--- src/hw/pwm_spi_settings.svh ---
`ifndef PWM_SPI_SETTINGS_SVH
`define PWM_SPI_SETTINGS_SVH

// One SPI command word and its byte split
`define PWM_SPI_WORD_W 64
`define PWM_SPI_WORD_BYTES 8
`define PWM_SPI_BYTE_W 8
// Index widths for bytes in a word and bits in a byte
`define PWM_SPI_BYTE_IDX_W 3
`define PWM_SPI_BIT_IDX_W 3

// Command word fields above the opcode
`define PWM_SPI_ADDR_W 8
`define PWM_SPI_DATA_W 32
`define PWM_SPI_RSVD_W 16

// PWM counter width, channel count and register map size
`define PWM_CNT_W 16
`define PWM_CHANNELS 4
`define PWM_REG_COUNT 7

`endif

--- src/hw/pwm_spi_pkg.sv ---
`include "pwm_spi_settings.svh"

package pwm_spi_pkg;

  // Command opcode, lowest byte of the word
  typedef enum logic [7:0] {
    OP_NOP   = 8'h00,
    OP_WRITE = 8'h01,
    OP_READ  = 8'h02
  } opcode_e;

  // Reply tag in the same position as the opcode
  typedef enum logic [7:0] {
    RC_IDLE = 8'h00,
    RC_ACK  = 8'hA5,
    RC_NAK  = 8'h5A
  } reply_code_e;

  // Host to device word, first byte on the wire is op
  typedef struct packed {
    logic [`PWM_SPI_RSVD_W-1:0] reserved;
    logic [`PWM_SPI_DATA_W-1:0] data;
    logic [`PWM_SPI_ADDR_W-1:0] addr;
    opcode_e                    op;
  } spi_cmd_t;

  // Device to host word, shifted out during the next transfer
  typedef struct packed {
    logic [`PWM_SPI_RSVD_W-1:0] reserved;
    logic [`PWM_SPI_DATA_W-1:0] data;
    logic [`PWM_SPI_ADDR_W-1:0] addr;
    reply_code_e                tag;
  } spi_reply_t;

  // Live PWM configuration from the register block
  typedef struct packed {
    logic [`PWM_CNT_W-1:0]                        period;
    // Duty per channel, entry 0 is channel 0
    logic [`PWM_CHANNELS-1:0][`PWM_CNT_W-1:0]     duty;
    logic [`PWM_CHANNELS-1:0]                     enable;
  } pwm_cfg_t;

endpackage

--- src/hw/pwm_channel_bank.sv ---
`timescale 1ns/1ps
`include "pwm_spi_settings.svh"

// Shared period counter feeding one comparator per channel
module pwm_channel_bank (
  input  logic                     clk,
  input  logic                     resetn,
  input  pwm_spi_pkg::pwm_cfg_t    cfg,
  output logic [`PWM_CHANNELS-1:0] pwm
);

  // Runs 0 .. period-1, stuck at 0 when period is 0
  logic [`PWM_CNT_W-1:0] cnt;
  logic                  period_zero;
  logic                  period_end;

  assign period_zero = (cfg.period == '0);
  // Also catches a period lowered below the running count
  assign period_end  = (cnt >= cfg.period - 1'b1);

  always_ff @(posedge clk) begin
    if (resetn) begin
      cnt <= '0;
    end else if (period_zero || period_end) begin
      cnt <= '0;
    end else begin
      cnt <= cnt + 1'b1;
    end
  end

  // Registered compare, so a new config shows one cycle later
  always_ff @(posedge clk) begin
    if (resetn) begin
      pwm <= '0;
    end else begin
      for (int i = 0; i < `PWM_CHANNELS; i++) begin
        // High for min(duty, period) counts of each period
        pwm[i] <= cfg.enable[i] && !period_zero && (cnt < cfg.duty[i]);
      end
    end
  end

  // Zero period silences every channel on the next cycle
  a_zero_period_quiet: assert property (
    @(posedge clk) disable iff (resetn)
    period_zero |=> (pwm == '0)
  );

endmodule

--- src/hw/pwm_reg_block.sv ---
`timescale 1ns/1ps
`include "pwm_spi_settings.svh"

// Command decode, configuration registers and reply builder
module pwm_reg_block (
  input  logic                    clk,
  input  logic                    resetn,
  input  pwm_spi_pkg::spi_cmd_t   cmd,
  input  logic                    cmd_strobe,
  output pwm_spi_pkg::spi_reply_t reply,
  output pwm_spi_pkg::pwm_cfg_t   cfg
);

  // Complete words seen, NAK ones included
  logic [`PWM_SPI_DATA_W-1:0] cmd_count;

  // Read value and echoed write value for the current address
  logic [`PWM_SPI_DATA_W-1:0] rd_data;
  logic [`PWM_SPI_DATA_W-1:0] wr_field;

  logic addr_rd_ok;
  logic addr_wr_ok;
  // Addresses 1..4 map to duty 0..3
  logic [1:0] duty_idx;

  // Top address is the read-only count
  assign addr_rd_ok = (cmd.addr < `PWM_REG_COUNT);
  assign addr_wr_ok = (cmd.addr < `PWM_REG_COUNT - 1);
  assign duty_idx   = cmd.addr[1:0] - 2'd1;

  // Register read mux, zero extended
  always_comb begin
    rd_data = '0;
    case (cmd.addr)
      8'd0: rd_data[`PWM_CNT_W-1:0] = cfg.period;
      8'd1, 8'd2, 8'd3, 8'd4: rd_data[`PWM_CNT_W-1:0] = cfg.duty[duty_idx];
      8'd5: rd_data[`PWM_CHANNELS-1:0] = cfg.enable;
      // Count before this command is applied
      8'd6: rd_data = cmd_count;
      default: rd_data = '0;
    endcase
  end

  // Field a write actually stores, echoed in the reply
  always_comb begin
    wr_field = '0;
    if (cmd.addr == 8'd5) begin
      wr_field[`PWM_CHANNELS-1:0] = cmd.data[`PWM_CHANNELS-1:0];
    end else begin
      wr_field[`PWM_CNT_W-1:0] = cmd.data[`PWM_CNT_W-1:0];
    end
  end

  always_ff @(posedge clk) begin
    if (resetn) begin
      cfg            <= '0;
      cmd_count      <= '0;
      reply.reserved <= '0;
      reply.data     <= '0;
      reply.addr     <= '0;
      reply.tag      <= pwm_spi_pkg::RC_IDLE;
    end else if (cmd_strobe) begin
      cmd_count      <= cmd_count + 1'b1;
      reply.reserved <= '0;
      reply.addr     <= cmd.addr;
      // Default is NAK with no data, valid cases override
      reply.tag      <= pwm_spi_pkg::RC_NAK;
      reply.data     <= '0;
      case (cmd.op)
        pwm_spi_pkg::OP_NOP: begin
          reply.tag <= pwm_spi_pkg::RC_ACK;
        end
        pwm_spi_pkg::OP_WRITE: begin
          if (addr_wr_ok) begin
            reply.tag  <= pwm_spi_pkg::RC_ACK;
            reply.data <= wr_field;
            if (cmd.addr == 8'd0) begin
              cfg.period <= cmd.data[`PWM_CNT_W-1:0];
            end else if (cmd.addr == 8'd5) begin
              cfg.enable <= cmd.data[`PWM_CHANNELS-1:0];
            end else begin
              cfg.duty[duty_idx] <= cmd.data[`PWM_CNT_W-1:0];
            end
          end
        end
        pwm_spi_pkg::OP_READ: begin
          if (addr_rd_ok) begin
            reply.tag  <= pwm_spi_pkg::RC_ACK;
            reply.data <= rd_data;
          end
        end
        default: begin
          // Unknown opcode, registers untouched
          reply.tag <= pwm_spi_pkg::RC_NAK;
        end
      endcase
    end
  end

  // Host only ever sees a defined reply tag
  a_tag_legal: assert property (
    @(posedge clk) disable iff (resetn)
    reply.tag inside {pwm_spi_pkg::RC_IDLE, pwm_spi_pkg::RC_ACK, pwm_spi_pkg::RC_NAK}
  );

endmodule

--- src/hw/pwm_spi_top.sv ---
`timescale 1ns/1ps
`include "pwm_spi_settings.svh"

// SPI configured four channel PWM
module pwm_spi_top (
  input  logic                     clk,
  input  logic                     resetn,
  input  logic                     sck,
  input  logic                     cs_n,
  input  logic                     copi,
  output logic                     cipo,
  output logic                     cipo_en,
  output logic [`PWM_CHANNELS-1:0] pwm
);

  // Byte level between link and framer
  logic [`PWM_SPI_BYTE_W-1:0] rx_byte;
  logic [`PWM_SPI_BYTE_W-1:0] tx_byte;
  logic                       rx_byte_ready;
  logic                       selected;

  // Word level between framer and registers
  pwm_spi_pkg::spi_cmd_t      cmd;
  pwm_spi_pkg::spi_reply_t    reply;
  logic                       cmd_strobe;

  // Live configuration into the channels
  pwm_spi_pkg::pwm_cfg_t      cfg;

  spi_byte_link spi_byte_link_inst (
    .clk           (clk),
    .resetn        (resetn),
    .sck           (sck),
    .cs_n          (cs_n),
    .copi          (copi),
    .tx_byte       (tx_byte),
    .cipo          (cipo),
    .cipo_en       (cipo_en),
    .rx_byte       (rx_byte),
    .rx_byte_ready (rx_byte_ready),
    .selected      (selected)
  );

  spi_word_framer spi_word_framer_inst (
    .clk           (clk),
    .resetn        (resetn),
    .rx_byte       (rx_byte),
    .rx_byte_ready (rx_byte_ready),
    .selected      (selected),
    .reply         (reply),
    .tx_byte       (tx_byte),
    .cmd           (cmd),
    .cmd_strobe    (cmd_strobe)
  );

  pwm_reg_block pwm_reg_block_inst (
    .clk        (clk),
    .resetn     (resetn),
    .cmd        (cmd),
    .cmd_strobe (cmd_strobe),
    .reply      (reply),
    .cfg        (cfg)
  );

  pwm_channel_bank pwm_channel_bank_inst (
    .clk    (clk),
    .resetn (resetn),
    .cfg    (cfg),
    .pwm    (pwm)
  );

endmodule

--- src/hw/spi_byte_link.sv ---
`timescale 1ns/1ps
`include "pwm_spi_settings.svh"

// SPI mode 0 peripheral that moves one byte at a time MSB first
module spi_byte_link (
  input  logic                       clk,
  input  logic                       resetn,
  input  logic                       sck,
  input  logic                       cs_n,
  input  logic                       copi,
  input  logic [`PWM_SPI_BYTE_W-1:0] tx_byte,
  output logic                       cipo,
  output logic                       cipo_en,
  output logic [`PWM_SPI_BYTE_W-1:0] rx_byte,
  output logic                       rx_byte_ready,
  output logic                       selected
);

  // Two sync stages per input plus a third sck stage for edge detect
  logic [2:0] sck_q;
  logic [1:0] copi_q;
  logic [1:0] cs_n_q;

  // Receive count goes up and transmit count goes down
  logic [`PWM_SPI_BIT_IDX_W-1:0] rx_cnt;
  logic [`PWM_SPI_BIT_IDX_W-1:0] tx_cnt;

  logic sck_rise;
  logic sck_fall;

  // Edges seen on the synchronized sck
  assign sck_rise = (sck_q[2:1] == 2'b01);
  assign sck_fall = (sck_q[2:1] == 2'b10);

  // selected is the synced inverse of the active low cs_n
  assign selected = ~cs_n_q[1];
  assign cipo_en  = selected;

  // Line held low while deselected
  assign cipo = selected & tx_byte[tx_cnt];

  always_ff @(posedge clk) begin
    if (resetn) begin
      sck_q         <= '0;
      copi_q        <= '0;
      // Start deselected
      cs_n_q        <= '1;
      rx_cnt        <= '0;
      tx_cnt        <= '1;
      rx_byte_ready <= 1'b0;
    end else begin
      sck_q  <= {sck_q[1:0], sck};
      copi_q <= {copi_q[0], copi};
      cs_n_q <= {cs_n_q[0], cs_n};

      if (selected) begin
        if (sck_rise) begin
          rx_cnt <= rx_cnt + 1'b1;
          // High after the eighth bit and low again on the next rising edge
          rx_byte_ready <= &rx_cnt;
        end
        // Step to the next transmit bit and wrap to 7 at a byte boundary
        if (sck_fall) begin
          tx_cnt <= tx_cnt - 1'b1;
        end
      end else begin
        // Interrupted transfer restarts at bit 0
        rx_cnt <= '0;
        tx_cnt <= '1;
      end
    end
  end

  // Receive shifter where the MSB arrives first
  always_ff @(posedge clk) begin
    if (selected && sck_rise) begin
      rx_byte <= {rx_byte[`PWM_SPI_BYTE_W-2:0], copi_q[1]};
    end
  end

  // A byte only completes inside a selected transfer
  a_ready_needs_select: assert property (
    @(posedge clk) disable iff (resetn)
    $rose(rx_byte_ready) |-> selected
  );

endmodule

--- src/hw/spi_word_framer.sv ---
`timescale 1ns/1ps
`include "pwm_spi_settings.svh"

// Eight bytes to one command word, little endian on the wire
module spi_word_framer (
  input  logic                       clk,
  input  logic                       resetn,
  input  logic [`PWM_SPI_BYTE_W-1:0] rx_byte,
  input  logic                       rx_byte_ready,
  input  logic                       selected,
  input  pwm_spi_pkg::spi_reply_t    reply,
  output logic [`PWM_SPI_BYTE_W-1:0] tx_byte,
  output pwm_spi_pkg::spi_cmd_t      cmd,
  output logic                       cmd_strobe
);

  // Ready level history for rising edge detect
  logic [1:0] ready_q;
  logic       ready_rise;

  // Bytes taken so far in this transfer
  logic [`PWM_SPI_BYTE_IDX_W-1:0] byte_cnt;

  logic [`PWM_SPI_WORD_W-1:0] word_q;
  logic [`PWM_SPI_WORD_W-1:0] reply_bits;

  assign ready_rise = (ready_q == 2'b01);

  assign cmd        = word_q;
  assign reply_bits = reply;

  // Reply byte for the slot being shifted, byte 0 while idle
  assign tx_byte = reply_bits[{byte_cnt, 3'b000} +: `PWM_SPI_BYTE_W];

  always_ff @(posedge clk) begin
    if (resetn) begin
      ready_q    <= '0;
      byte_cnt   <= '0;
      cmd_strobe <= 1'b0;
    end else begin
      ready_q <= {ready_q[0], rx_byte_ready};
      // Strobe is one cycle, raised only by the last byte
      cmd_strobe <= 1'b0;
      if (ready_rise) begin
        byte_cnt <= byte_cnt + 1'b1;
        if (byte_cnt == `PWM_SPI_WORD_BYTES - 1) begin
          cmd_strobe <= 1'b1;
        end
      end else if (!selected) begin
        // cs_n high drops a partial word
        byte_cnt <= '0;
      end
    end
  end

  // New byte enters at the top, so the first one ends up in bits 7:0
  always_ff @(posedge clk) begin
    if (ready_rise) begin
      word_q <= {rx_byte, word_q[`PWM_SPI_WORD_W-1:`PWM_SPI_BYTE_W]};
    end
  end

  // Eight bytes at least separate two words
  a_strobe_single: assert property (
    @(posedge clk) disable iff (resetn)
    cmd_strobe |=> !cmd_strobe
  );

endmodule

--- config.mk ---
export PLATFORM = sky130hd
export DESIGN_NAME = pwm_spi_top
export DESIGN_NICKNAME = d
export VERILOG_FILES = /design/src/hw/pwm_spi_pkg.sv /design/src/hw/pwm_channel_bank.sv /design/src/hw/pwm_reg_block.sv /design/src/hw/pwm_spi_top.sv /design/src/hw/spi_byte_link.sv /design/src/hw/spi_word_framer.sv
export VERILOG_INCLUDE_DIRS = /design/src /design/src/hw
export SDC_FILE = /design/constraint.sdc
export NUM_CORES = 1
export LEC_CHECK = 0
export BUFFER_PORTS_ARGS = -buffer_cell sky130_fd_sc_hd__buf_2
export CORE_ASPECT_RATIO = 0.6
export CORE_MARGIN = 2
export CORE_UTILIZATION = 40
export CTS_CLUSTER_DIAMETER = 120
export CTS_CLUSTER_SIZE = 10
export DETAILED_ROUTE_END_ITERATION = 10
export GPL_TIMING_DRIVEN = 0
export SYNTH_ARGS = -nofsm -noshare
export SYNTH_HDL_FRONTEND = slang
export SYNTH_SLANG_ARGS = --single-unit
--- constraint.sdc ---
create_clock -name clk -period 9.7 [get_ports clk]
set_input_delay 2.425 -clock clk [delete_from_list [all_inputs] [get_ports clk]]
set_output_delay 2.425 -clock clk [all_outputs]
set_load 0.005 [all_outputs]
==> impl_metrics.yaml <==
placed_design:
  place_area_um2: 13800
  numPlacedInstances: 1815
  place_ws_ns: 4.83
  place_congestion: 0.877
  portBuffers: 10
  dp_hpwl_um: 28200
routing:
  wl_met1_um: 19400
  drc_errors: 0
  wire_per_inst_um: 20.2
  vias_per_cell: 5.67
  dr_total_vias: 10600
  drtPass1Iterations: 6
  ant_nets: 0
  routed_wirelength_um: 37500
  drt_iter0_markers: 1354
  met2_length_um: 13900
  top_layer: "met4"
  dr_wl_met3_um: 3810
setup_path:
  crit_chain: "clkbuf_1, buf_2, buf_2, mux4_2, nand2_1, o21ai_0, o21ai_0, a211oi_1, buf_2"
  crit_fanout: 10
  crit_top_cell: "buf_2"
  cp-end-kind: "output pin"
  crit_slowest_cell: "clkbuf_1"
  worstSetupStartpointType: "flop"
  crit_arrival_ns: 3.05
  cp_slowest_stage_delay_ns: 0.43
  worstSetupPathType: "flop to output pin"
  cp_data_required_time_ns: 7.28
synthesis:
  ys_async_sr_fraction_pct: 0
  synthTopCellsByArea: "dfxtp_1, edfxtp_1, ha_1, nand2_1, a21oi_1"
  synth-seq-area-share_pct: 46.6
  synth-edff-count: 72
  synth_top_area_share_pct: 30.1
  synthesis.area_um2: 13100
  ys_warn_count: 0
  synth-seq-cells: 270
  yosys.area.top_type: "dfxtp_1"
  synth_nets: 1474
  synth_ff_type: "dfxtp_1"
  avgSynthCellArea_um2: 9.53
  ys_types: 60
  synth_cells: 1380
pwr:
  p_int_mw: 1.73
  power.share.sequential_pct: 52.4
  max-vdd-ir-drop_mv: 0.138
  power.total_mw: 2.20
  switching_power_mw: 0.473
  comb_power_share_pct: 1.2
  p_per_area_nw_per_um2: 151
  pwr-share-clk_pct: 46.4
  leakagePower_nw: 5.26
  swShare_pct: 21.5
floorplan:
  ioPinCount: 11
  core.rowCount: 51
  initial_core_util_pct: 40.6
  fp.dieW_um: 238
  die_h_um: 144
  core-area_um2: 32400
  die-area_um2: 34400
sta:
  fmax_ghz: 0.183
  timing.hold.ws_ns: 0.408
  fin_crit_sh_pct: 56.5
  slew_headroom_pct: 26.6
  fin_crit_ns: 5.48
  hold_viol: 0
  fin_skew_ns: 0.0149
  final-setup-viol-count: 0
  setup_slack_ns: 4.22
  tns_ns: 0
  drv_slew: 0
  rsz0062_at_grt: "no"
  tightest_slew_ns: 1.10
grt:
  grt_pass1_vias: 9418
  grt-ovfl-total: 0
  grt_usage_pct: 21.9
  grt_antenna_before_repair: 0
  grt_pass1_wl_um: 56900
  grt_max_degree: 43
final_layout:
  drive_gt1_share_pct: 7.44
  area_growth_pct: 11.0
  fin_area_um2: 14600
  final_core_util_pct: 45.0
  final_cells: 1862
  layout.nets: 1517
  diodes: 0
min_path:
  hp-class: "flop to flop"
clock_network:
  cts_buffers: 30
  cts.sinks: 270
  clock_latency_ns: 0.57
  tritoncts: "yes"
  ctsHoldBuffers: 0
  h-tree-depth: 1
  cts_root_buffer: "clkbuf_16"
  post_cts_buffers: 0
  path_clk_slew_ns: 0.06
  postCtsResizedCells: 0
  clockBufferDepth: 3
outcome:
  outcome: "finished clean"
flow_run:
  drv_cap: 0
-- cells in the final DEF, fill, tap and decap left out, types with 23 or more instances in the layout --
cell and count:
nor3_1 41, a21oi_1 115, a22oi_1 24, mux4_2 23
a21o_1 25, clkbuf_1 66, dfxtp_1 198, nor2_1 79
nand3_1 26, o21ai_0 38, edfxtp_1 72, xor2_1 23
nor2b_1 39, nand4_1 24, ha_1 89, clkbuf_16 30
nand2_1 230, inv_1 77, xnor2_1 24
-- worst paths after layout --
kind / startpoint / to / slack (ns) / depth (start not counted)
max: spi_byte_link_inst.tx_cnt[0] / cipo / 4.22 / 9
min: spi_byte_link_inst.cs_n_q[0] / spi_byte_link_inst.cs_n_q[1] / 0.41 / 1
max reg2reg: spi_word_framer_inst.cmd[8] / pwm_reg_block_inst.reply[26] / 5.06 / 10
min reg2reg: spi_byte_link_inst.cs_n_q[0] / spi_byte_link_inst.cs_n_q[1] / 0.41 / 1
-- synthesized netlist by cell type (7+ instances only) --
master    count
a211oi_1     13
a21o_1       25
a21oi_1     115
a22o_1       20
a22oi_1      24
and3_1       12
buf_2         8
clkbuf_1     51
dfxtp_1     198
edfxtp_1     72
ha_1         89
inv_1        77
mux2_2        7
mux2i_1      18
mux4_2       23
nand2_1     230
nand2b_1      8
nand3_1      26
nand4_1      24
nor2_1       79
nor2b_1      39
nor3_1       41
o211ai_1      7
o21ai_0      38
or3_1         9
or4_1        11
xnor2_1      24
xor2_1       23
-- sequential cells by signal, summed over array words and instances (netlist names), 2 cells and up --
register                       count
spi_byte_link_inst.cs_n_q          2
spi_word_framer_inst.ready_q       2
spi_word_framer_inst.cmd          64
spi_byte_link_inst.copi_q          2
spi_byte_link_inst.rx_cnt          3
pwm_channel_bank_inst.cnt         16
spi_byte_link_inst.tx_cnt          3
pwm_reg_block_inst.cfg            84
pwm_reg_block_inst.cmd_count      32
spi_word_framer_inst.byte_cnt      3
pwm_channel_bank_inst.pwm          4
spi_byte_link_inst.rx_byte         8
pwm_reg_block_inst.reply          42
spi_byte_link_inst.sck_q           3
-- power by group through the flow --
stage          sequential [mW]  combinational (mW)  clock [mW]
2_1_floorplan             1.18              0.0134           0
3_3_place_gp              1.18              0.0255           0
3_5_place_dp              1.18              0.0258           0
4_1_cts                   1.15              0.0258        1.04
5_1_grt                   1.15              0.0281        1.08
6_report                  1.15              0.0266        1.02
-- per-layer routing --
layer  vias to the layer above  global-route usage [%]
met5                         -                       0
met4                         0                    3.82
met3                        31                    4.79
met2                       474                    28.2
met1                      5109                    36.3
li1                       4945                       -
-- area by class of cell --
cell class | count | area, um2
repair buffers | 11 | 70.1
well taps | 424 | 531
clock inverters | 1 | 30.0
clock buffers | 46 | 811
flip-flops and latches | 270 | 6130
multi-input cells | 962 | 6420
fillers | 3105 | 17800
plain buffers | 70 | 310
inverters | 78 | 293
-- critical path: cells and delay by family (launching register included) --
kind	cells	cell delay, ns
flops	1	0.30
compound gates	3	0.44
mux	1	0.36
simple gates	1	0.08
buf+inv	4	1.31
-- logic make-up after synthesis --
logic type                 count (synthesis)  synth area share [%]
AOI/OAI and AO/OA                        262                  12.5
xor gates and xnor gates                  47                  3.13
adders and majority gates                 89                  8.47
buffers and inverters                    148                  4.56
DFF                                      270                  46.6
muxes                                     48                  5.91
and+or+nand+nor                          516                  18.9
Note: power is estimated with default switching activity, not from simulation.
